--- src/upscale_pkg.sv ---
package upscale_pkg;

	// colour depth and line buffer geometry
	localparam int COMP_W     = 8;
	localparam int LINE_LEN   = 64;
	localparam int LINE_COUNT = 12;
	localparam int LINE_IDX_W = 4;
	localparam int LINE_COL_W = $clog2(LINE_LEN);

	// frame measurement counters
	localparam int H_CNT_W = 12;
	localparam int V_CNT_W = 12;

	// fixed-point scale steps
	localparam int FRAC_W  = 6;
	localparam int H_ACC_W = H_CNT_W + FRAC_W;
	localparam int V_ACC_W = V_CNT_W + FRAC_W;

	// output lines of vsync and vblank delay
	localparam int VSYNC_DELAY = 2;

	typedef struct packed {
		logic [COMP_W-1:0] red;
		logic [COMP_W-1:0] green;
		logic [COMP_W-1:0] blue;
	} rgb_t;

	// syncs are active low, blanks active high
	typedef struct packed {
		logic hsync_n;
		logic vsync_n;
		logic hblank;
		logic vblank;
	} video_ctl_t;

	typedef struct packed {
		logic [H_CNT_W-1:0] width;
		logic [V_CNT_W-1:0] height;
	} frame_size_t;

	// unsigned, FRAC_W fraction bits and one integer bit
	typedef logic [FRAC_W:0] step_t;

	// idle timing, nothing asserted
	localparam video_ctl_t CTL_IDLE = '{
		hsync_n: 1'b1,
		vsync_n: 1'b1,
		hblank:  1'b0,
		vblank:  1'b0
	};

endpackage

--- src/output_stage.sv ---
module output_stage
	import upscale_pkg::*;
(
	input  logic       i_ClkB,
	input  logic       i_rst_n,
	input  video_ctl_t i_ref_ctl,
	input  rgb_t       i_rd_rgb,
	output video_ctl_t o_line_ctl,
	output video_ctl_t o_out_ctl,
	output rgb_t       o_out_rgb
);

	logic                   prev_hs;
	logic                   prev_vs;
	logic                   prev_vb;
	logic                   hs_fall;
	logic [VSYNC_DELAY-1:0] vs_dly;
	logic [VSYNC_DELAY-1:0] vb_dly;
	logic [VSYNC_DELAY-1:0] vs_next;
	logic [VSYNC_DELAY-1:0] vb_next;
	video_ctl_t             ctl_d1;

	assign hs_fall = prev_hs & ~i_ref_ctl.hsync_n;

	// line shift registers take the levels of the line that just ended
	// the new state shows in the edge cycle itself
	assign vs_next = hs_fall ? VSYNC_DELAY'({vs_dly, prev_vs}) : vs_dly;
	assign vb_next = hs_fall ? VSYNC_DELAY'({vb_dly, prev_vb}) : vb_dly;

	assign o_line_ctl = '{
		hsync_n: i_ref_ctl.hsync_n,
		vsync_n: vs_next[VSYNC_DELAY-1],
		hblank:  i_ref_ctl.hblank,
		vblank:  vb_next[VSYNC_DELAY-1]
	};

	always_ff @(posedge i_ClkB) begin
		if (!i_rst_n) begin
			prev_hs   <= 1'b1;
			prev_vs   <= 1'b1;
			prev_vb   <= 1'b0;
			vs_dly    <= '1;
			vb_dly    <= '0;
			ctl_d1    <= CTL_IDLE;
			o_out_ctl <= CTL_IDLE;
			o_out_rgb <= '0;
		end else begin
			prev_hs <= i_ref_ctl.hsync_n;
			prev_vs <= i_ref_ctl.vsync_n;
			prev_vb <= i_ref_ctl.vblank;
			vs_dly  <= vs_next;
			vb_dly  <= vb_next;

			// first stage waits for the registered read
			ctl_d1    <= o_line_ctl;
			o_out_ctl <= ctl_d1;

			// black outside the active area
			if (ctl_d1.hblank || ctl_d1.vblank) begin
				o_out_rgb <= '0;
			end else begin
				o_out_rgb <= i_rd_rgb;
			end
		end
	end

endmodule

--- config.mk ---
export PLATFORM = sky130hd
export DESIGN_NAME = output_stage
export DESIGN_NICKNAME = d
export VERILOG_FILES = /design/src/upscale_pkg.sv /design/src/output_stage.sv
export SDC_FILE = /design/constraint.sdc
export NUM_CORES = 1
export LEC_CHECK = 0
export BUFFER_PORTS_ARGS = -buffer_cell sky130_fd_sc_hd__buf_2
export CORE_MARGIN = 2
export CORE_UTILIZATION = 35
export CTS_BUF_LIST = sky130_fd_sc_hd__clkbuf_4
export CTS_CLUSTER_SIZE = 20
export DETAILED_ROUTE_END_ITERATION = 10
export PLACE_DENSITY = 0.64
export REMOVE_ABC_BUFFERS = 1
export SLEW_MARGIN = 0
export SYNTH_ARGS = -nofsm -noshare
export SYNTH_HDL_FRONTEND = slang
export SYNTH_SLANG_ARGS = --single-unit
--- constraint.sdc ---
create_clock -name i_ClkB -period 1.4 [get_ports i_ClkB]
set_input_delay 0.28 -clock i_ClkB [delete_from_list [all_inputs] [get_ports i_ClkB]]
set_output_delay 0.28 -clock i_ClkB [all_outputs]
set_load 0.05 [all_outputs]
==> results.md <==
- The max-slew violation count is 0.
- The clock drives 36 sinks.
- The clock tree root buffer cell is sky130_fd_sc_hd__clkbuf_4.
- The area growth from synthesis to layout is 38.8%.
- The chip height is 59.5 um.
- The library cell used most frequently in the layout, excluding fill and tap cells, is sky130_fd_sc_hd__buf_2.
- Yosys printed 0 warnings.
- The area of the core region is 3000 sq um.
- For this run, the detailed router's first-pass iteration total came to 3.
- The portion of the post-synthesis area used by sequential elements is roughly 67%.
- After synthesis, the netlist uses 13 different library cells.
- In the final layout, the share of cells above drive strength 1 is ~50%.
- Summing all multi-input logic gate instances after layout gives 320 sq um.
- The full die area is ~3500 sq um.
- The synthesized design devotes to its leading area cell type around two thirds of total area.
- In the finished design, the share of the clock period the worst path needs comes to 113%.
- The post-synthesis average cell area is ~12 sq um.
- The top-level I/O count is 62.
- Along the worst path, the maximum fanout reaches 3.
- The count of max-cap constraint violations is 0.
- The synthesized design contains 36 register bits.
- The initial antenna violation count is 0.
- The clock tree synthesis step divided the H-tree into 2 levels.
- The maximum resistive drop on vdd is between 700 and 800 uV.
- The tightest hold path in the finished design has a slack of 142 ps.
- In the routed design, unresolved DRC markers number 0.
- Once routing completed, OpenROAD measured the worst setup slack at -189 ps.
- The leakage dissipation is 0.769 nW.
- For this design, the slowest cell found on the critical path is sky130_fd_sc_hd__dfxtp_2.
- Hold repair after CTS inserted 0 buffers.
- The initial utilization of the core area, before any placement, comes to 36.0%.
- Leaving out fill and tap cells, the most frequent cells in the layout are sky130_fd_sc_hd__buf_2 (59), sky130_fd_sc_hd__dfxtp_1 (35), sky130_fd_sc_hd__and2_1 (27), sky130_fd_sc_hd__buf_4 (6), sky130_fd_sc_hd__clkbuf_4 (5).
- Dividing the detail-routed wire length by the instance count gives 10.3 um.
- The checks that failed: setup timing.
- OpenSTA, run right after detailed placement, puts the worst setup slack at -133 ps.
- The number of antenna-violating nets in the routed design is 0.
- The count of filler cells inserted in the layout is approximately 280.
- The final weighted congestion in routability-driven placement is 0.640.
- The number of global-route vias before repair is 763.
- The CTS clock-pin slew for the worst setup and hold paths is 100 ps.
- The standard-cell row count is 20.
- The width of the chip is 59.5 um.
- The clock passes through at most 2 buffers.
- The synthesized design spends more area on one cell type than any other, namely sky130_fd_sc_hd__dfxtp_1.
- The number of clock buffers added by TritonCTS is 5.
- The total via count in the routed design is 783.
- The signal on the critical path passes through nor2b_4 > mux2_4 > buf_6.
- Across every metal layer, demand over resource in global routing totals approximately an eighth.
- The sequential cells in the finished layout cover a total of 722 sq um.
- Setup repair after global routing could not meet its margin everywhere.
- The final wirelength is 1950 um.
- The type of origin of the critical path is a register.
- The net count of the finished layout is 186.
- The count of antenna diodes in the layout is 0.
- The number of instances in the synthesized netlist is 88.
- The violation count after the first detailed-routing iteration is 6.
- Between clock sinks in the finished design, the worst skew comes to 5.44 ps.
- The first-pass GRT wire length is 3110 um.
- After layout, the minimum clock period comes to between 1500 and 2000 ps.
- For the worst setup path, the data arrival time is around 1300 ps.
- In this run the power density over the cells is around 1300 nW/um^2.
- The flow ran to the end, but the final reports show violations.
- Entering global routing, the biggest net connects 25 pins.
- The worst setup path is captured at an output port.
- The required time of the critical path is 1120 ps.
- The count of buffers from port buffering is 61.
- The overall power of the completed layout is 1.89 mW.
- The later pin in the worst-skew pair is clocked with a latency of approximately 330 ps.
- In the post-synthesis netlist, the biggest area contributors are sky130_fd_sc_hd__dfxtp_1 (67%), sky130_fd_sc_hd__and2_1 (16%), sky130_fd_sc_hd__mux2i_1 (3.7%).
- In the routed layout, each cell is associated on average with a via count of 4.14.
- The maximum operating frequency is 0.630 GHz.
- The number of hold violations in the final report is 0.
- The final-report setup violation count is 2.
- The maximum cell stage delay along the critical path is 340 ps.
- TritonCTS built the clock tree.
- After legalization and detailed placement, the total HPWL measured 1430 um.
- The critical path is of the register to output port type.
- The overflow left after global routing is 0.
- The class of the most critical hold timing path is input port to register.
- In this run the tightest slew margin relative to its limit is 82.5%.
- The cell area after synthesis is roughly 1100 sq um.
- The actual transition at the worst max-transition pin is about 260 ps.
## final timing paths
check / start / slack, ps / to / depth (start not counted)
worst min register to register: ctl_d1[3] / 450 / o_out_ctl[3] / 1
worst max-delay path: ctl_d1[3] / -190 / o_line_ctl[2] / 3
worst min-delay path: i_rd_rgb[2] / 140 / o_out_rgb[2] / 2
worst max register to register: ctl_d1[3] / 310 / ctl_d1[0] / 5
## layout make-up
| class | instances | share of cell area (%) |
|---|---|---|
| timing repair buffer | 67 | 24.2 |
| clock buffer | 5 | 2.50 |
| sequential | 36 | 48.2 |
| clock inverter | 2 | 0.501 |
| tap | 33 | 2.75 |
| inverter | 2 | 0.501 |
| multi-input combinational | 44 | 21.4 |
## critical path: cells and delay by family, from the launching register on
family                 cells  cell delay (ps)
buffers and inverters      1              150
flip-flops                 1              340
multiplexers               1              320
AND/OR/NAND/NOR            1              180
## Yosys cell counts
| master | count |
|---|---|
| sky130_fd_sc_hd__buf_2 | 1 |
| sky130_fd_sc_hd__nor2b_1 | 4 |
| sky130_fd_sc_hd__nand2b_1 | 3 |
| sky130_fd_sc_hd__nor3b_4 | 1 |
| sky130_fd_sc_hd__mux2_2 | 2 |
| sky130_fd_sc_hd__dfxtp_1 | 36 |
| sky130_fd_sc_hd__inv_1 | 2 |
| sky130_fd_sc_hd__buf_4 | 2 |
| sky130_fd_sc_hd__nand2_1 | 3 |
| sky130_fd_sc_hd__and2_1 | 27 |
| sky130_fd_sc_hd__mux2i_1 | 4 |
| sky130_fd_sc_hd__buf_1 | 1 |
| sky130_fd_sc_hd__buf_6 | 2 |
## report_power, final
part	switching (mW)	leakage [nW]	total (mW)	internal [mW]
registers	0.0137	0.297	1.09	1.07
clock network	0.300	0.0261	0.475	0.175
logic	0.220	0.446	0.330	0.110
total	0.534	0.769	1.89	1.36
## routing by layer
layer | vias up | track usage [%] | wire (um)
met5 | - | 0 | 0
met3 | 2 | 7.64 | 208
met1 | 331 | 12.6 | 793
li1 | 404 | - | -
met2 | 46 | 19.3 | 928
met4 | 0 | 7.62 | 18
## cell families after synthesis
family / after synthesis / synth area share, %
AND/OR/NAND/NOR: 38 / 22.5
buffers and inverters: 8 / 4.98
multiplexers: 6 / 5.79
flip-flops: 36 / 66.7
## stage by stage
stage / cell area, sq um / TNS (ps) / instances / util, %
after global placement: 1400 / -170 / 179 / 46.7
after CTS: 1490 / -437 / 188 / 49.7
after floorplan: 1030 / -206 / 82 / -
after detailed placement: 1400 / -259 / 179 / 46.7
final: 1500 / -376 / 189 / 49.9
after global routing: 1500 / -486 / 189 / 49.9
## flip-flops by register name, indices dropped and copies added, names as in the netlist
| register | flops |
|---|---|
| o_out_rgb | 24 |
| o_out_ctl | 4 |
| ctl_d1 | 3 |
| vs_dly | 2 |
| prev_vb | 1 |
| prev_vs | 1 |
| vb_dly | 1 |
## timing repair
| action | in CTS | in global routing |
|---|---|---|
| setup buffers | 2 | 1 |
| hold endpoints to repair | 0 | 0 |
| resized for setup | 9 | 0 |
| setup endpoints to repair | 2 | 2 |
No activity file was read; power rests on OpenSTA's default activity.
