**config.mk**
```make
export PLATFORM = sky130hd
export DESIGN_NAME = input_capture
export DESIGN_NICKNAME = d
export VERILOG_FILES = /design/src/upscale_pkg.sv /design/src/input_capture.sv
export SDC_FILE = /design/constraint.sdc
export NUM_CORES = 1
export LEC_CHECK = 0
export ABC_AREA = 1
export BUFFER_PORTS_ARGS = -buffer_cell sky130_fd_sc_hd__buf_4
export CAP_MARGIN = 0
export CELL_PAD_IN_SITES_DETAIL_PLACEMENT = 0
export CELL_PAD_IN_SITES_GLOBAL_PLACEMENT = 1
export CORE_UTILIZATION = 27
export DETAILED_ROUTE_END_ITERATION = 16
export PLACE_DENSITY = 0.84
export RECOVER_POWER = 50
export SYNTH_ARGS = -nofsm -noshare
export SYNTH_HDL_FRONTEND = slang
export SYNTH_SLANG_ARGS = --single-unit
```
**constraint.sdc**
```tcl
create_clock -name i_ClkB -period 1.55 [get_ports i_ClkB]
set_clock_uncertainty 0.1 [all_clocks]
set_input_delay 0.155 -clock i_ClkB [delete_from_list [all_inputs] [get_ports i_ClkB]]
set_output_delay 0.155 -clock i_ClkB [all_outputs]
set_load 0.005 [all_outputs]
```
**src/upscale_pkg.sv**
```systemverilog
package upscale_pkg;

	// colour depth and line buffer geometry
	localparam int COMP_W     = 8;
	localparam int LINE_LEN   = 64;
	localparam int LINE_COUNT = 12;
	localparam int LINE_IDX_W = 4;
	localparam int LINE_COL_W = $clog2(LINE_LEN);

	// frame measurement counters
	localparam int H_CNT_W = 12;
	localparam int V_CNT_W = 12;

	// fixed-point scale steps
	localparam int FRAC_W  = 6;
	localparam int H_ACC_W = H_CNT_W + FRAC_W;
	localparam int V_ACC_W = V_CNT_W + FRAC_W;

	// output lines of vsync and vblank delay
	localparam int VSYNC_DELAY = 2;

	typedef struct packed {
		logic [COMP_W-1:0] red;
		logic [COMP_W-1:0] green;
		logic [COMP_W-1:0] blue;
	} rgb_t;

	// syncs are active low, blanks active high
	typedef struct packed {
		logic hsync_n;
		logic vsync_n;
		logic hblank;
		logic vblank;
	} video_ctl_t;

	typedef struct packed {
		logic [H_CNT_W-1:0] width;
		logic [V_CNT_W-1:0] height;
	} frame_size_t;

	// unsigned, FRAC_W fraction bits and one integer bit
	typedef logic [FRAC_W:0] step_t;

	// idle timing, nothing asserted
	localparam video_ctl_t CTL_IDLE = '{
		hsync_n: 1'b1,
		vsync_n: 1'b1,
		hblank:  1'b0,
		vblank:  1'b0
	};

endpackage

```
**src/input_capture.sv**
```systemverilog
module input_capture
	import upscale_pkg::*;
(
	input  logic                  i_ClkB,
	input  logic                  i_rst_n,
	input  logic                  i_stb,
	input  logic                  i_sol,
	input  logic                  i_sof,
	input  logic                  i_active,
	input  rgb_t                  i_rgb,
	output logic                  o_wr_en,
	output logic [LINE_IDX_W-1:0] o_wr_line,
	output logic [LINE_COL_W-1:0] o_wr_col,
	output rgb_t                  o_wr_rgb,
	output logic [LINE_IDX_W-1:0] o_sof_line
);

	logic [LINE_IDX_W-1:0] line_q;
	logic [LINE_IDX_W-1:0] line_next;
	logic [LINE_IDX_W-1:0] line_cur;
	logic [LINE_COL_W-1:0] col_q;
	logic [LINE_COL_W-1:0] col_cur;
	logic                  had_active;
	logic [LINE_IDX_W-1:0] sof_line_q;

	assign line_next = (line_q == LINE_IDX_W'(LINE_COUNT - 1)) ? '0 : line_q + 1'b1;

	// position of the pixel in this cycle, line start taken into account
	assign line_cur = (i_sol && had_active) ? line_next : line_q;
	assign col_cur  = i_sol ? '0 : col_q;

	assign o_wr_en    = i_stb & i_active;
	assign o_wr_line  = line_cur;
	assign o_wr_col   = col_cur;
	assign o_wr_rgb   = i_rgb;
	assign o_sof_line = sof_line_q;

	always_ff @(posedge i_ClkB) begin
		if (!i_rst_n) begin
			line_q     <= '0;
			col_q      <= '0;
			had_active <= 1'b0;
			sof_line_q <= '0;
		end else if (i_stb) begin
			line_q <= line_cur;

			if (o_wr_en) begin
				col_q <= (col_cur == LINE_COL_W'(LINE_LEN - 1)) ? '0 : col_cur + 1'b1;
			end else begin
				col_q <= col_cur;
			end

			// remembers whether the running line wrote anything
			had_active <= (i_sol ? 1'b0 : had_active) | i_active;

			// ring line that takes the first active line of the new frame
			if (i_sof) begin
				sof_line_q <= line_cur;
			end
		end
	end

endmodule

```
==> results.sh, run 1 <==
export IMPL_hold_path_startpoint="i_rst_n"
export IMPL_drt_wl_total_um=2230
export IMPL_max_freq_ghz=0.656
export IMPL_nNetsFinal=190
export IMPL_synth_top_area_share_pct=28.8
export IMPL_clk_latency_ns=0.26
export IMPL_cts_path_max_buffers=2
export IMPL_critical_path_class="flop to output pin"
export IMPL_post_route_period_util_pct=98.3
export IMPL_grt_antenna_before_repair=0
export IMPL_crit_required_ns=1.29
export IMPL_grt_start_max_net_pins=13
export IMPL_worstRegToRegCells=10
export IMPL_setup_viol=0
export IMPL_grt_pass1_vias=804
export IMPL_die_h_um=64.2
export IMPL_vias=894
export IMPL_area_growth_syn_to_layout_pct=15.2
export IMPL_grt_pass1_wl_um=3610
export IMPL_maxCapViolCount=0
export IMPL_r2r_start="col_q[1]"
export IMPL_hold_depth=3
export IMPL_ctsHoldBuffers=0
export IMPL_synth_area_leaders="dfxtp_1, buf_4, inv_1"
export IMPL_syn_area_um2=1040
export IMPL_synth_seq_cells=15
export IMPL_arrival_ns=1.27
export IMPL_r2r_slack_ns=0.13
export IMPL_hold_violations=0
export IMPL_design_core_area_um2=3690
export IMPL_status="completed"
export IMPL_start_util_pct=28.3
export IMPL_synth_avg_cell_area_um2=6.82
export IMPL_gp_congestion=0.810
export IMPL_rsz0062_at_grt="yes"
export IMPL_maxSlewHeadroom_pct=80.8
export IMPL_cts_root_buf="clkbuf_8"
export IMPL_synth_most_common_cell="inv_1"
export IMPL_drive_above_1_share_pct=33.8
export IMPL_synthTopCellsByCount="inv_1, buf_4, nand2_1, dfxtp_1, nor2_1"
export IMPL_drc=0
export IMPL_hold_class="input pin to flop"
export IMPL_p_leak_nw=0.569
export IMPL_synth_cell_types=28
export IMPL_yosys_warnings=0
export IMPL_vdd_drop_max_uv=390
export IMPL_critPathCaptureType="output pin"
export IMPL_clk_pin_slew_worst_paths_ns=0.06
export IMPL_holdWs_ns=0.0682
export IMPL_drt_iter0_drc=11
export IMPL_ys_flop_type="dfxtp_1"
export IMPL_grt_use_total_pct=11.6
export IMPL_final_util_pct=32.6
export IMPL_portBuffers=20
export IMPL_syn_inst=153
export IMPL_dieWidth_um=64.2
export IMPL_io_pins=69
export IMPL_num_fill_cells=426
export IMPL_synthArstFlopShare_pct=0
export IMPL_finalCriticalPeriod_ns=1.52
export IMPL_ys_seq_area_share_pct=28.8
export IMPL_critPathLaunchType="flop"
export IMPL_synth_edf_count=0
export IMPL_holdPathEnd="col_q[4]"
export IMPL_yosys_area_top_type="dfxtp_1"
export IMPL_cts_sinks=15
export IMPL_cts_buffers=3
export IMPL_drt_pass1_iter_count=4
export IMPL_cts_tree="yes"
export IMPL_slew_violations=0
export IMPL_layout_setup_ws_ns=0.0260
export IMPL_n_antenna_cell=0
export IMPL_worst_slew_pin_slew_ns=0.286
export IMPL_worstReg2RegEnd="col_q[5]"
export IMPL_drt_vias_per_instance=4.36
export IMPL_dpl_hpwl_um=1630
export IMPL_htreeDepth=1
export IMPL_die_area_um2=4120
export IMPL_routedWlPerCell_um=10.9
export IMPL_cp_max_fo=3
export IMPL_antenna_left=0
export IMPL_syn_nets=185
export IMPL_rows=22
export IMPL_overflow=0
export IMPL_power_density_nw_per_um2=750
export IMPL_pre_cts_slack_ns=0.130
[metrics by stage]
stage                     setup TNS, ns  power [mW]  std cells  instance area (µm²)
after global placement                0       0.556        198                 1070
after CTS                             0       0.895        203                 1140
after global routing            -0.0737       0.950        205                 1200
after detailed placement              0       0.556        198                 1070
final                                 0       0.902        205                 1200
after floorplan                       0       0.546        153                 1040
[layout make-up]
type / count / area, µm² / share of cell area, %
Clock buffer: 3 / 41.3 / 3.43
Clock inverter: 1 / 5.00 / 0.416
Inverter: 29 / 109 / 9.05
Multi-Input combinational cell: 84 / 488 / 40.6
Sequential cell: 15 / 308 / 25.6
Tap cell: 48 / 60.1 / 4.99
Timing Repair Buffer: 25 / 191 / 15.9
[sequential cells by signal (all words and copies together) (netlist names)]
signal      flops
col_q           6
line_q          4
o_sof_line      4
had_active      1
[kinds of logic (layout without fill, tap and decap cells)]
family,Yosys count,after routing,synth area share [%]
AOI/OAI and AO/OA,27,27,14.3
buffers and inverters,54,58,29.0
DFF,15,15,28.8
and+or+nand+nor,55,55,25.5
adders and majority gates,2,2,2.40
[timing repair]
item	in CTS	in global routing
pin swaps	0	4
setup buffers	1	2
endpoints found under the setup margin	2	6
resized for setup	3	14
[critical path, stage by stage (launching register included)]
cell      delay [ns]
dfxtp_4         0.37
ha_4            0.15
nand3_4         0.08
nor2_2          0.10
nand3b_1        0.14
inv_1           0.07
buf_6           0.11
[how the worst max path moves through the flow]
stage,cells past startpoint,endpoint,slack [ns],startpoint
after global placement,12,col_q[5],0.14,i_sol
after CTS,6,o_wr_line[3],0.003,line_q[0]
after global routing,6,o_wr_line[3],-0.06,line_q[1]
final,6,o_wr_line[3],0.03,line_q[1]
after floorplan,10,col_q[5],0.14,col_q[1]
after detailed placement,10,col_q[5],0.13,col_q[1]
[cell usage in the layout, fill, tap and decap left out, types with 2 or more instances in the layout]
| cell | netlist | routed |
|---|---|---|
| inv_1 | 25 | 24 |
| o21ai_2 | 1 | 2 |
| nand3_2 | 2 | 2 |
| a31oi_1 | 2 | 2 |
| a21oi_1 | 7 | 7 |
| nand2_1 | 23 | 22 |
| buf_4 | 24 | 23 |
| nor2_1 | 13 | 11 |
| clkbuf_8 | 1 | 3 |
| dfxtp_1 | 15 | 13 |
| nand3_1 | 5 | 4 |
| o21ai_0 | 10 | 9 |
| nand2_2 | 3 | 4 |
| nor2_2 | 2 | 4 |
| dfxtp_4 | 0 | 2 |
| o21ai_1 | 4 | 3 |
| inv_2 | 3 | 4 |
[report_power, final]
part	switching [mW]	leakage, nW	internal (mW)
combinational	0.0811	0.420	0.0684
sequential	0.0145	0.124	0.404
clock	0.156	0.0255	0.179
[metal layers]
layer / vias up / wire, µm / GRT usage [%]
met5: - / 0 / 0
li1: 462 / - / -
met4: 0 / 69 / 8.89
met2: 21 / 969 / 17.2
met3: 5 / 134 / 2.68
met1: 406 / 1060 / 14.5
No activity file was read; power rests on OpenSTA's default activity.
==> run 2, diff against run 1 <==
--- a/config.mk
+++ b/config.mk
@@ -5,7 +5,7 @@
 export SDC_FILE = /design/constraint.sdc
 export NUM_CORES = 1
 export LEC_CHECK = 0
-export ABC_AREA = 1
+export ABC_AREA = 0
 export BUFFER_PORTS_ARGS = -buffer_cell sky130_fd_sc_hd__buf_4
 export CAP_MARGIN = 0
 export CELL_PAD_IN_SITES_DETAIL_PLACEMENT = 0
==> run 2 against run 1 <==
Compared with the run above: setup slack worse by 0.014 ns; flip-flop and latch count stayed put; critical path depth is 1 lower; fmax is 0.90% lower; register-to-register slack worse by 0.10 ns; global-route usage is 0.50 points higher; clock power is 3% lower; first-iteration DRC count grew to 2.7 times the previous value; combinational power hardly changed; synthesized cell count is 15% lower; count of clock-buffer cells in the layout stayed put.
==> results.sh, run 2 <==
export IMPL_worstRegToRegCells=6
export IMPL_dieWidth_um=62.9
export IMPL_portBuffers=20
export IMPL_drc=0
export IMPL_vias=881
export IMPL_worstReg2RegEnd="line_q[0]"
export IMPL_clk_latency_ns=0.25
export IMPL_post_route_period_util_pct=99.2
export IMPL_finalCriticalPeriod_ns=1.54
export IMPL_final_util_pct=34.6
export IMPL_antenna_left=0
export IMPL_crit_buf_inv=2
export IMPL_drt_vias_per_instance=4.81
export IMPL_setup_viol=0
export IMPL_grt_pass1_wl_um=3840
export IMPL_finalPower_mw=0.887
export IMPL_rsz0062_at_grt="yes"
export IMPL_syn_nets=162
export IMPL_final_cell_mix="buf_4, nor2_1, dfxtp_1"
export IMPL_ys_seq_area_share_pct=30.0
export IMPL_cts_buffers=3
export IMPL_routedWlPerCell_um=12.6
export IMPL_crit_required_ns=1.29
export IMPL_worst_slew_pin_slew_ns=0.454
export IMPL_largest_reg_flops=6
export IMPL_final_cell_area_um2=1190
export IMPL_syn_area_um2=1000
export IMPL_cts_sinks=15
export IMPL_clk_pin_slew_worst_paths_ns=0.06
export IMPL_cts_root_buf="clkbuf_8"
export IMPL_grt_start_max_net_pins=14
export IMPL_holdWs_ns=0.0776
export IMPL_design_core_area_um2=3440
export IMPL_mostFrequentLayoutCell="buf_4"
export IMPL_htreeDepth=1
export IMPL_cts_path_max_buffers=2
export IMPL_syn_inst=130
export IMPL_synth_avg_cell_area_um2=7.70
export IMPL_layout_setup_ws_ns=0.0121
export IMPL_cp_max_fo=5
export IMPL_path_delay_family="flip-flops"
export IMPL_crit_path_top_delay_cell="dfxtp_4"
export IMPL_maxSlewHeadroom_pct=69.7
export IMPL_pre_cts_slack_ns=-0.0242
export IMPL_crit_cells=5
export IMPL_drive_above_1_share_pct=38.7
export IMPL_yosys_area_top_type="dfxtp_1"
export IMPL_cts_tree="yes"
export IMPL_synth_cell_types=33
export IMPL_synth_edf_count=0
export IMPL_maxCapViolCount=0
export IMPL_startpoint="line_q[0]"
export IMPL_vdd_drop_max_uv=503
export IMPL_slew_violations=0
export IMPL_grt_use_total_pct=12.1
export IMPL_synth_area_leaders="dfxtp_1, buf_4, nor2_1"
export IMPL_overflow=0
export IMPL_critPathCaptureType="output pin"
export IMPL_cpPeakStageDelay_ns=0.37
export IMPL_dpl_hpwl_um=1680
export IMPL_area_growth_syn_to_layout_pct=19.1
export IMPL_synth_seq_cells=15
export IMPL_synth_top_area_share_pct=30.0
export IMPL_hold_violations=0
export IMPL_grt_pass1_vias=842
export IMPL_rows=21
export IMPL_status="completed"
export IMPL_power_density_nw_per_um2=744
export IMPL_path_cells="ha_4, a311oi_2, a21oi_1, inv_1, buf_4"
export IMPL_nNetsFinal=170
export IMPL_r2r_start="line_q[0]"
export IMPL_synthTopCellsByCount="buf_4, dfxtp_1, nor2_1, nand2_1"
export IMPL_arrival_ns=1.28
export IMPL_r2r_slack_ns=0.03
export IMPL_drt_iter0_drc=30
export IMPL_die_h_um=62.9
export IMPL_synthArstFlopShare_pct=0
export IMPL_placed_cell_area_um2=1070
export IMPL_critical_path_class="flop to output pin"
export IMPL_drt_wl_total_um=2310
export IMPL_grt_antenna_before_repair=0
export IMPL_gp_congestion=0.830
export IMPL_endpoint="o_wr_line[0]"
export IMPL_drt_pass1_iter_count=4
export IMPL_hold_depth=3
export IMPL_ys_flop_type="dfxtp_1"
export IMPL_synth_most_common_cell="buf_4"
export IMPL_ctsHoldBuffers=0
export IMPL_io_pins=69
export IMPL_max_freq_ghz=0.650
export IMPL_p_leak_nw=0.498
export IMPL_largest_register="col_q"
export IMPL_start_util_pct=29.1
export IMPL_yosys_warnings=0
export IMPL_hold_class="input pin to flop"
export IMPL_die_area_um2=3950
export IMPL_n_antenna_cell=0
export IMPL_critPathLaunchType="flop"
-- run 2: changes by cell type after synthesis, moves of 3 or more --
cell      delta
o21ai_0      -4
inv_1       -17
buf_2        +3
o21ai_1      -3
a211oi_1     +4
inv_2        -3
nand3_1      +3
nor2b_1      +4
nand2_1     -14
-- run 2: final cells by class --
cell class,instances,area [µm²]
Timing Repair Buffer,32,240
Clock inverter,1,5.00
Sequential cell,15,308
Tap cell,46,57.6
Inverter,8,30.0
Multi-Input combinational cell,78,510
Clock buffer,3,41.3
Fill cell,366,2250
-- run 2: per-layer routing --
metal	GRT usage, %	share of wire (%)	up-vias	routed length [µm]
met2	18.3	46	23	1060
met5	0	0	-	0
met1	13.9	44	407	1010
li1	-	-	435	-
met3	5.66	7.0	16	162
met4	6.98	3.3	0	77
-- run 2: tightest hold or removal path, stage by stage --
cell,delay (ns)
buf_4,0.10
nand3_1,0.07
o21ai_1,0.06
-- run 2: worst min-delay path by stage --
stage | to | slack [ns] | from
floorplan | o_sof_line[3] | 0.19 | i_rst_n
global placement | o_wr_rgb[10] | 0.21 | i_rgb[10]
detailed placement | o_wr_rgb[10] | 0.21 | i_rgb[10]
CTS | col_q[5] | 0.07 | i_rst_n
global route | o_sof_line[3] | 0.08 | i_rst_n
finish | col_q[5] | 0.08 | i_rst_n
-- run 2: cells by family (layout without fill, tap and decap cells) --
| family | Yosys count | after routing | share of synthesized area, % |
|---|---|---|---|
| simple gates | 46 | 46 | 23.0 |
| buf+inv | 37 | 44 | 23.4 |
| compound gates | 27 | 27 | 18.4 |
| flops | 15 | 15 | 30.0 |
| fa+ha+maj | 2 | 2 | 2.50 |
| xor+xnor | 2 | 2 | 1.75 |
| mux | 1 | 1 | 1.00 |
-- run 2: what timing repair did --
action | 4_1_cts | 5_1_grt
setup buffers | 2 | 1
gates resized for setup | 12 | 3
endpoints found under the setup margin | 6 | 8
pin swaps | 1 | 2
-- run 2: power by group --
part | leakage, nW | switching [mW] | internal (mW) | total, mW
clock network | 0.0255 | 0.146 | 0.178 | 0.324
registers | 0.124 | 0.0136 | 0.402 | 0.416
logic | 0.348 | 0.0735 | 0.0738 | 0.147
total | 0.498 | 0.233 | 0.654 | 0.887
-- run 2: per-stage QoR --
stage,instances,setup TNS (ns)
finish,183,0
detailed placement,176,-0.0242
CTS,182,0
floorplan,130,0
global route,183,-0.418
global placement,176,0
