## src/upscale_pkg.sv

```systemverilog
package upscale_pkg;

	// colour depth and line buffer geometry
	localparam int COMP_W     = 8;
	localparam int LINE_LEN   = 64;
	localparam int LINE_COUNT = 12;
	localparam int LINE_IDX_W = 4;
	localparam int LINE_COL_W = $clog2(LINE_LEN);

	// frame measurement counters
	localparam int H_CNT_W = 12;
	localparam int V_CNT_W = 12;

	// fixed-point scale steps
	localparam int FRAC_W  = 6;
	localparam int H_ACC_W = H_CNT_W + FRAC_W;
	localparam int V_ACC_W = V_CNT_W + FRAC_W;

	// output lines of vsync and vblank delay
	localparam int VSYNC_DELAY = 2;

	typedef struct packed {
		logic [COMP_W-1:0] red;
		logic [COMP_W-1:0] green;
		logic [COMP_W-1:0] blue;
	} rgb_t;

	// syncs are active low, blanks active high
	typedef struct packed {
		logic hsync_n;
		logic vsync_n;
		logic hblank;
		logic vblank;
	} video_ctl_t;

	typedef struct packed {
		logic [H_CNT_W-1:0] width;
		logic [V_CNT_W-1:0] height;
	} frame_size_t;

	// unsigned, FRAC_W fraction bits and one integer bit
	typedef logic [FRAC_W:0] step_t;

	// idle timing, nothing asserted
	localparam video_ctl_t CTL_IDLE = '{
		hsync_n: 1'b1,
		vsync_n: 1'b1,
		hblank:  1'b0,
		vblank:  1'b0
	};

endpackage

```

## src/frame_meter.sv

```systemverilog
module frame_meter
	import upscale_pkg::*;
(
	input  logic        i_ClkB,
	input  logic        i_rst_n,
	input  logic        i_stb,
	input  video_ctl_t  i_ctl,
	input  logic        i_enable,
	output logic        o_sol,
	output logic        o_sof,
	output logic        o_active,
	output frame_size_t o_size,
	output logic        o_locked
);

	logic               prev_hs;
	logic               prev_vs;
	logic [H_CNT_W-1:0] pix_cnt;
	logic [H_CNT_W-1:0] line_width;
	logic [V_CNT_W-1:0] line_cnt;
	logic               line_done;
	logic [H_CNT_W-1:0] width_seen;
	logic [V_CNT_W-1:0] lines_seen;
	logic               armed;
	logic               locked;
	frame_size_t        size_q;

	// falling sync edges, qualified by the strobe
	assign o_sol    = i_stb & prev_hs & ~i_ctl.hsync_n;
	assign o_sof    = i_stb & prev_vs & ~i_ctl.vsync_n;
	assign o_active = ~i_ctl.hblank & ~i_ctl.vblank;

	// a line start that closes a line with active pixels
	assign line_done = o_sol & (pix_cnt != '0);

	// include a line that ends on the frame start itself
	assign width_seen = line_done ? pix_cnt : line_width;
	assign lines_seen = line_done ? line_cnt + 1'b1 : line_cnt;

	assign o_size   = size_q;
	assign o_locked = locked;

	always_ff @(posedge i_ClkB) begin
		if (!i_rst_n) begin
			prev_hs    <= 1'b1;
			prev_vs    <= 1'b1;
			pix_cnt    <= '0;
			line_width <= '0;
			line_cnt   <= '0;
			size_q     <= '0;
			armed      <= 1'b0;
			locked     <= 1'b0;
		end else if (i_stb) begin
			prev_hs <= i_ctl.hsync_n;
			prev_vs <= i_ctl.vsync_n;

			if (o_sol) begin
				pix_cnt <= o_active ? H_CNT_W'(1) : '0;
			end else if (o_active) begin
				pix_cnt <= pix_cnt + 1'b1;
			end

			if (line_done) begin
				line_width <= pix_cnt;
			end

			if (o_sof) begin
				line_cnt <= '0;
			end else if (line_done) begin
				line_cnt <= line_cnt + 1'b1;
			end

			// first frame start arms, the next one locks and freezes the size
			if (o_sof && !locked) begin
				size_q <= '{width: width_seen, height: lines_seen};
				armed  <= 1'b1;
				if (armed && i_enable) begin
					locked <= 1'b1;
				end
			end
		end
	end

endmodule

```

## config.mk

```make
export PLATFORM = sky130hd
export DESIGN_NAME = frame_meter
export DESIGN_NICKNAME = d
export VERILOG_FILES = /design/src/upscale_pkg.sv /design/src/frame_meter.sv
export SDC_FILE = /design/constraint.sdc
export NUM_CORES = 1
export LEC_CHECK = 0
export ABC_AREA = 0
export BUFFER_PORTS_ARGS = -buffer_cell sky130_fd_sc_hd__buf_2
export CORE_MARGIN = 8
export CORE_UTILIZATION = 45
export DETAILED_ROUTE_END_ITERATION = 7
export GPL_TIMING_DRIVEN = 0
export MAX_ROUTING_LAYER = met4
export PLACE_DENSITY_LB_ADDON = 0.12
export SLEW_MARGIN = 20
export SYNTH_ARGS = -nofsm -noshare
export SYNTH_HDL_FRONTEND = slang
export SYNTH_SLANG_ARGS = --single-unit
```

## constraint.sdc

```tcl
create_clock -name i_ClkB -period 1.6 [get_ports i_ClkB]
set_input_delay 0.32 -clock i_ClkB [delete_from_list [all_inputs] [get_ports i_ClkB]]
set_output_delay 0.32 -clock i_ClkB [all_outputs]
set_load 0.01 [all_outputs]
```

==> results of run 1 <==
[layer usage]
layer,track usage [%],wire length [µm],up-vias
li1,-,-,1394
met1,25.6,4070,1431
met2,31.8,4410,128
met3,3.31,586,26
met4,12.4,283,0
met5,-,0,-
[per-stage QoR]
stage / hold WS [ns] / power, mW / setup slack, ns / utilization, % / setup TNS (ns)
after CTS: 0.206 / 3.62 / -0.124 / 59.8 / -0.439
after floorplan: 0.440 / 1.87 / -0.0610 / - / -0.0950
after detailed placement: 0.459 / 1.99 / -0.683 / 50.3 / -26.01
after global placement: 0.460 / 1.99 / -0.604 / 50.3 / -23.79
final: 0.214 / 3.67 / -0.166 / 65.4 / -1.13
after global routing: 0.235 / 3.80 / -0.206 / 65.4 / -2.72
[cell type report]
type                    count  area, µm²
clock inverters             6       92.6
clock buffers              10        138
multi-input cells         235       1800
well taps                  77       96.3
inverters                   9       38.8
plain buffers              24        201
fillers                   500       2160
flip-flops and latches     64       1310
repair buffers             56        399
[cells in the mapped netlist (2+ instances only)]
library cell | count | area share, %
a211oi_1 | 4 | 1.1
a21bo_2 | 3 | 1.1
a21boi_0 | 12 | 3.2
a21oi_1 | 13 | 2.3
a31oi_1 | 33 | 7.2
and3_1 | 4 | 0.88
and4_1 | 5 | 1.5
buf_2 | 4 | 0.70
clkbuf_1 | 19 | 2.5
dfxtp_1 | 64 | 45
ha_1 | 3 | 1.3
inv_1 | 9 | 1.2
mux2i_1 | 3 | 1.1
nand2_1 | 23 | 3.0
nand3_1 | 14 | 2.5
nand3b_1 | 2 | 0.53
nand4_1 | 4 | 0.88
nor2_1 | 8 | 1.1
nor2b_1 | 3 | 0.66
nor3_1 | 5 | 0.88
nor4_1 | 5 | 1.1
nor4b_1 | 2 | 0.61
o211ai_1 | 3 | 0.79
o21a_1 | 2 | 0.53
o21ai_0 | 49 | 8.6
o31ai_1 | 3 | 0.79
or3_1 | 13 | 2.9
or4_1 | 2 | 0.53
xnor2_1 | 3 | 0.92
[report_power, final]
part	switching [mW]	internal [mW]	total (mW)
Clock	0.671	0.924	1.60
Sequential	0.0213	1.63	1.65
Combinational	0.251	0.173	0.424
[worst max path at each step]
stage	start	end	slack [ns]	depth (start not counted)
floorplan	i_ctl[3]	line_cnt[8]	-0.06	4
global placement	i_stb	o_size[16]	-0.60	7
detailed placement	i_stb	o_size[17]	-0.68	7
CTS	prev_hs	line_cnt[8]	-0.12	4
global route	prev_hs	o_sol	-0.21	6
finish	prev_hs	o_sol	-0.17	6
[logic make-up (layout without fill, tap and decap cells)]
family	after synthesis	count (layout)	share of synthesized area (%)
simple gates	97	98	19.7
xor+xnor	4	4	1.23
compound gates	127	127	27.0
mux	3	3	1.05
flops	64	64	44.9
fa+ha+maj	3	3	1.32
buf+inv	34	105	4.82
[critical path: cells and delay by family (launching register included)]
family | cells | cell delay (ns)
buf+inv | 5 | 0.60
flops | 1 | 0.33
simple gates | 1 | 0.17
[timing repair]
item                       CTS  global route
buffers inserted            15             5
pin swaps                   15            41
cloned                       3             2
setup endpoints to repair   60            56
resized for setup           68            90
[state kept, by name, summed over array words and instances (netlist names)]
register	flops
armed	1
line_cnt	12
prev_vs	1
line_width	12
pix_cnt	12
o_locked	1
prev_hs	1
o_size	24
==> impl_metrics.csv, run 1 <==
group,metric,value,unit
setup_path,crit_slowest_cell,"dfxtp_2",
place,dp_hpwl,5540,µm
sta,max_freq,0.566,GHz
run,drv_cap,0,
place,dp_cells,443,
min_path,hold_start,"i_ctl[2]",
clocking,clock_latency,0.34,ns
finish,drive_above_1_share,40.1,%
global_route,grt_max_degree,13,
finish,layout_common_cells,"dfxtp_1 (50), buf_2 (35), o21ai_0 (32), a31oi_1 (31), nand2_1 (22)",
setup_path,start_kind,"flop",
logic_synthesis,synth_edf_count,0,
floorplan,die_w,95.6,µm
clocking,cts-htree-levels,3,
sta,rsz0062_at_grt,"yes",
finish,fin_cells,481,
detailed_routing,avgRoutedWirePerCell,19.4,µm
detailed_routing,totalWireLength,9350,µm
detailed_routing,route.detailed.drc,0,
logic_synthesis,syn-num-nets,343,
global_route,antenna_found_initial,0,
floorplan,core,0.00624,mm²
outcome,status,"finished with violations",
global_route,grtUsageTotal,20.9,%
setup_path,r2r_cells,4,
finish,final_nets,410,
sta,fin_crit_sh,110,%
clocking,clock-sinks,64,
sta,worstMarginPinSlew,0.552,ns
global_route,grt_pass1_wl,14400,µm
min_path,worstHoldPathType,"primary input to flop",
min_path,hold-path-cell-count,3,
detailed_routing,num_vias,2979,
setup_path,required,1.28,ns
power,power.leakage,1.55,nW
floorplan,io-pin-count,36,
setup_path,r2r-start,"prev_hs",
place,placed_area,0.00314,mm²
min_path,holdPathEnd,"prev_vs",
detailed_routing,viasPerCell,6.19,
finish,n_antenna_cell,0,
sta,max_slew_margin,63.2,%
sta,finalSetupViolations,21,
floorplan,rows,29,
clocking,cts_buffers,9,
power,p_per_area,900,mW/mm²
global_route,grt_pass1_vias,2861,
sta,finalMaxSlewViolations,0,
logic_synthesis,synth_cell_types,44,
setup_path,worstPathCellList,"nand3b_1 > buf_4 > inv_4 > buf_6 > clkbuf_16 > buf_6",
logic_synthesis,ys_ff_latch,64,
logic_synthesis,synth_area,0.00285,mm²
logic_synthesis,avgSynthCellArea,8.59,µm²
floorplan,dieHeight,95.6,µm
setup_path,r2r_setup_slack,-0.15,ns
clocking,ctsHoldBuffers,0,
setup_path,critPathCaptureType,"primary output",
sta,layout_min_cycle_time,1.77,ns
finish,finalInstanceArea,0.00408,mm²
clocking,clockRootBuffer,"clkbuf_8",
setup_path,r2r_end,"line_cnt[8]",
outcome,violations,"negative setup slack",
global_route,gr-total-overflow,0,
sta,hold_viol,0,
logic_synthesis,ys.flop_type,"dfxtp_1",
logic_synthesis,ys_warn_count,0,
place,port-buffer-count,34,
detailed_routing,drtAntennaViolNets,0,
setup_path,cpPeakStageDelay,0.33,ns
place,gp_congestion,0.865,
logic_synthesis,synth_async_sr_flop_share,0,%
floorplan,initial_core_util,45.7,%
clocking,cts.path.max_buffers,2,
setup_path,path_class,"flop to primary output",
clocking,cts_tree,"built",
detailed_routing,drt_first_pass_iters,6,
sta,finalClockSkew,0.0102,ns
logic_synthesis,ys_seq_area_share,44.9,%
setup_path,arrival,1.45,ns
floorplan,design.die.area,0.00914,mm²
setup_path,crit_top_cell,"buf_6",
clocking,clk_pin_slew_worst_paths,0.08,ns
sta,fin_ws,-0.166,ns
setup_path,crit_fanout,10,
finish,syn2layout_area_growth,43.0,%
logic_synthesis,synth_cells,332,
detailed_routing,first_iter_violations,225,
finish,layout_commonest_cell,"dfxtp_1",
power,vdd_drop_max,556,µV
Note: power is estimated with default switching activity, not from simulation.
==> inputs of run 2 (changes only) <==
CORE_UTILIZATION = 42   (was 45)
SETUP_SLACK_MARGIN = 0.3   (was not set)
clock period = 1.9 ns   (was 1.6 ns; I/O delays follow)
==> impl_metrics.csv, run 2 (synthesis gave the netlist of run 1 again) <==
group,metric,value,unit
setup_path,crit_fanout,3,
clocking,clock-sinks,64,
global_route,grt_busiest_layer,"met2",
place,port-buffer-count,34,
place,dp_hpwl,5620,µm
detailed_routing,drtAntennaViolNets,0,
global_route,grt_use_met3,4.58,%
sta,finalSetupViolations,2,
detailed_routing,totalWireLength,9230,µm
global_route,grt_use_met2,28.4,%
sta,hold_viol,0,
clocking,clk_pin_slew_worst_paths,0.07,ns
place,placed_area,0.00316,mm²
run,drv_cap,0,
setup_path,arrival,2.23,ns
detailed_routing,first_iter_violations,181,
outcome,violations,"negative setup slack",
global_route,antenna_found_initial,0,
sta,fin_crit_sh,103,%
clocking,cts_buffers,9,
clocking,cts-htree-levels,3,
floorplan,io-pin-count,36,
power,sw_frac_of_total,27.4,%
setup_path,cpPeakStageDelay,0.54,ns
setup_path,crit_top_cell,"buf_6",
finish,layout_common_cells,"dfxtp_1 (49), buf_2 (34), a31oi_1 (32), o21ai_0 (31), buf_4 (25)",
sta,max_slew_margin,67.0,%
floorplan,rows,30,
outcome,status,"finished with violations",
global_route,grt_pass1_vias,2741,
finish,drive_above_1_share,42.0,%
clocking,clock_latency,0.35,ns
floorplan,dieHeight,98.4,µm
finish,layout_commonest_cell,"dfxtp_1",
power,power.leakage,1.60,nW
sta,rsz0062_at_grt,"yes",
power,p_clk_share,38.2,%
power,comb_power_share,13.5,%
finish,finalInstanceArea,0.00418,mm²
power,sequentialPowerShare,48.2,%
floorplan,design.die.area,0.00969,mm²
setup_path,critPathCaptureType,"flop",
place,gp_congestion,0.851,
detailed_routing,viasPerCell,6.01,
setup_path,worstPathCellList,"nand3b_1 > buf_6 > buf_6 > or4_4 > buf_6 > or3_1 > a31oi_1",
detailed_routing,avgRoutedWirePerCell,18.5,µm
global_route,grt_pass1_wl,14000,µm
setup_path,required,2.17,ns
place,pre_cts_ws,-0.444,ns
sta,worstMarginPinSlew,0.495,ns
setup_path,path_class,"flop to flop",
clocking,cts.path.max_buffers,2,
sta,fin_ws,-0.0579,ns
detailed_routing,num_vias,2997,
global_route,gr-total-overflow,0,
power,power_switching,789,µW
place,dp_cells,446,
sta,finalClockSkew,0.0147,ns
floorplan,die_w,98.4,µm
finish,final_nets,425,
detailed_routing,drt_first_pass_iters,4,
setup_path,start_kind,"flop",
sta,max_freq,0.511,GHz
clocking,cts_tree,"built",
clocking,ctsHoldBuffers,0,
power,p_per_area,689,mW/mm²
finish,largest_reg_flops,24,
global_route,grtUsageTotal,18.4,%
power,vdd_drop_max,489,µV
finish,n_antenna_cell,0,
sta,layout_min_cycle_time,1.96,ns
global_route,grt_max_degree,12,
global_route,grtUsageMet1,22.2,%
floorplan,core,0.00668,mm²
power,cell_internal_pwr,2.09,mW
detailed_routing,route.detailed.drc,0,
clocking,clockRootBuffer,"clkbuf_8",
min_path,worstHoldPathType,"primary input to flop",
finish,syn2layout_area_growth,46.5,%
sta,finalMaxSlewViolations,0,
setup_path,crit_slowest_cell,"or4_4",
finish,fin_cells,499,
floorplan,initial_core_util,42.7,%
[run 2: changes by cell type in the layout (fill, tap and decap cells not counted), sizes merged]
| cell | before | now |
|---|---|---|
| buf | 62 | 78 |
| bufinv | 2 | 0 |
| clkbuf | 28 | 29 |
[run 2: per-layer routing]
metal	vias up	share of wire, %
li1	1434	-
met5	-	0
met1	1449	45
met2	97	48
met3	17	5.4
met4	0	1.9
[run 2: through the flow]
step,power (mW),TNS [ns],util [%],hold slack [ns]
4_1_cts,2.80,-0.153,52.7,0.276
3_3_place_gp,1.68,-12.40,47.3,0.454
2_1_floorplan,1.58,0,-,0.440
3_5_place_dp,1.68,-12.22,47.3,0.460
6_report,2.88,-0.104,62.6,0.294
5_1_grt,2.98,-0.312,62.6,0.301
[run 2: power by group through the flow]
stage | Sequential, mW | Clock, mW | Combinational (mW)
finish | 1.39 | 1.10 | 0.389
global route | 1.39 | 1.17 | 0.419
CTS | 1.40 | 1.12 | 0.282
detailed placement | 1.43 | 0 | 0.249
global placement | 1.43 | 0 | 0.249
floorplan | 1.44 | 0 | 0.134
[run 2: what timing repair did]
action,in CTS,in global routing
gates cloned,1,4
pin swaps,7,45
gates resized for setup,35,138
buffers inserted,7,25
endpoints found under the setup margin,60,62
[run 2: critical path: cells and delay by family, from the launching register on]
family,cells,cell delay (ns)
buffers and inverters,3,0.42
AOI/OAI and AO/OA,1,0.17
and+or+nand+nor,3,0.98
DFF,1,0.33
[run 2: layout make-up]
class                           count  area, µm²
Multi-Input combinational cell    235       1790
Buffer                             25        234
Clock inverter                      4       28.8
Tap cell                           80        100
Fill cell                         563       2500
Clock buffer                       12        155
Sequential cell                    64       1320
Timing Repair Buffer               70        515
Inverter                            9       38.8
[run 2: worst paths after layout]
path | startpoint | to | slack [ns] | cells after the start
min reg2reg | line_width[4] | line_width[4] | 0.46 | 2
min | i_ctl[3] | prev_hs | 0.29 | 3
max reg2reg | prev_hs | o_size[8] | -0.06 | 7
max | prev_hs | o_size[8] | -0.06 | 7
==> inputs of run 3 (changes only) <==
CORE_ASPECT_RATIO = 1.2   (was not set)
==> impl_metrics.csv, run 3 (synthesis gave the netlist of run 1 again) <==
group,metric,value,unit
outcome,status,"complete, no violations",
floorplan,die_w,91.2,µm
detailed_routing,viasPerCell,5.89,
clocking,clock-sinks,64,
setup_path,r2r_setup_slack,0.18,ns
finish,final_nets,406,
finish,largest_reg_flops,24,
global_route,gr-total-overflow,0,
setup_path,worstPathCellList,"clkbuf_4 > inv_1 > or4_4 > or4b_1 > nand3_1",
sta,hold_viol,0,
clocking,clock_latency,0.34,ns
power,p_clk_share,42.5,%
detailed_routing,route.detailed.drc,0,
finish,syn2layout_area_growth,37.9,%
setup_path,arrival,2.00,ns
sta,fin_crit_sh,90.3,%
place,port-buffer-count,34,
detailed_routing,totalWireLength,8670,µm
global_route,grt_pass1_vias,2733,
setup_path,crit_slowest_cell,"or4_4",
power,sequentialPowerShare,46.4,%
global_route,grt_pass1_wl,13600,µm
detailed_routing,first_iter_violations,150,
global_route,grtUsageTotal,18.1,%
global_route,antenna_found_initial,0,
finish,layout_common_cells,"dfxtp_1 (54), o21ai_0 (42), buf_2 (37), a31oi_1 (30), nand2_1 (22)",
floorplan,dieHeight,106,µm
power,p_per_area,764,mW/mm²
power,cell_internal_pwr,2.25,mW
setup_path,cpPeakStageDelay,0.54,ns
clocking,cts_tree,"built",
clocking,cts.path.max_buffers,2,
setup_path,required,2.18,ns
sta,finalClockSkew,0.00834,ns
clocking,cts-htree-levels,3,
floorplan,core,0.00669,mm²
setup_path,crit_fanout,8,
clocking,clockRootBuffer,"clkbuf_8",
detailed_routing,drtAntennaViolNets,0,
setup_path,path_class,"flop to flop",
finish,n_antenna_cell,0,
finish,ff_latch_area,0.00130,mm²
floorplan,design.die.area,0.00970,mm²
finish,finalInstanceArea,0.00393,mm²
run,drv_cap,0,
power,power.leakage,1.48,nW
place,dp_hpwl,5720,µm
power,vdd_drop_max,467,µV
sta,rsz0062_at_grt,"yes",
sta,max_slew_margin,61.0,%
sta,layout_min_cycle_time,1.72,ns
power,sw_frac_of_total,25.3,%
setup_path,critPathCaptureType,"flop",
detailed_routing,num_vias,2862,
detailed_routing,avgRoutedWirePerCell,17.8,µm
power,total_power,3.00,mW
global_route,grt_max_degree,12,
finish,multi_input_area,0.00173,mm²
finish,layout_commonest_cell,"dfxtp_1",
sta,worstMarginPinSlew,0.586,ns
power,comb_power_share,11.1,%
floorplan,io-pin-count,36,
floorplan,rows,33,
finish,nFillCells,612,
detailed_routing,drt_first_pass_iters,4,
power,power_switching,760,µW
floorplan,initial_core_util,42.6,%
place,placed_area,0.00317,mm²
min_path,worstHoldPathType,"primary input to flop",
setup_path,start_kind,"flop",
sta,finalMaxSlewViolations,0,
finish,drive_above_1_share,35.8,%
sta,finalSetupViolations,0,
clocking,cts_buffers,9,
clocking,clk_pin_slew_worst_paths,0.07,ns
place,gp_congestion,0.838,
sta,max_freq,0.583,GHz
-- run 3: timing repair --
action                                  4_1_cts  5_1_grt
gates resized for setup                      45       77
buffers inserted                             11        1
endpoints found under the setup margin       60       60
pin swaps                                     8       23
cloned                                        1        5
hold buffers                                  0        0
-- run 3: worst paths after layout --
kind / from / end / cells past startpoint
worst max-delay path: line_cnt[7] / line_cnt[8] / 5
worst min-delay path: i_ctl[2] / prev_vs / 3
worst max register to register: line_cnt[7] / line_cnt[8] / 5
worst min register to register: line_width[1] / line_width[1] / 2
-- run 3: routing by layer --
| metal | track usage [%] | share of wire [%] |
|---|---|---|
| met1 | 20.1 | 43 |
| met2 | 29.4 | 49 |
| met3 | 3.38 | 4.8 |
| met4 | 11.4 | 2.9 |
| met5 | - | 0 |
-- run 3: layout make-up --
class,count,share of cell area [%]
Sequential cell,64,33.1
Clock buffer,9,3.15
Inverter,9,0.922
Tap cell,87,2.77
Multi-Input combinational cell,235,43.9
Buffer,25,4.90
Timing Repair Buffer,51,9.19
Clock inverter,6,2.13
-- run 3: worst max-delay path: cells and delay by family, from the launching register on --
kind	cells	cell delay (ns)
DFF	1	0.31
buffers and inverters	2	0.25
and+or+nand+nor	3	1.09
-- run 3: power by group through the flow --
stage | registers [mW] | logic (mW) | clock network (mW)
floorplan | 1.44 | 0.134 | 0
finish | 1.39 | 0.335 | 1.28
detailed placement | 1.43 | 0.251 | 0
global route | 1.40 | 0.364 | 1.34
CTS | 1.39 | 0.289 | 1.29
global placement | 1.43 | 0.251 | 0
-- run 3: through the flow --
step / instances / util [%] / hold WS (ns) / setup slack (ns) / setup TNS [ns]
after floorplan: 332 / - / 0.440 / 0.179 / 0
after global placement: 453 / 47.4 / 0.459 / -0.422 / -12.44
after detailed placement: 453 / 47.4 / 0.468 / -0.393 / -12.38
after CTS: 480 / 54.1 / 0.269 / 0.221 / 0
after global routing: 486 / 58.8 / 0.294 / 0.123 / 0
final: 486 / 58.8 / 0.277 / 0.184 / 0
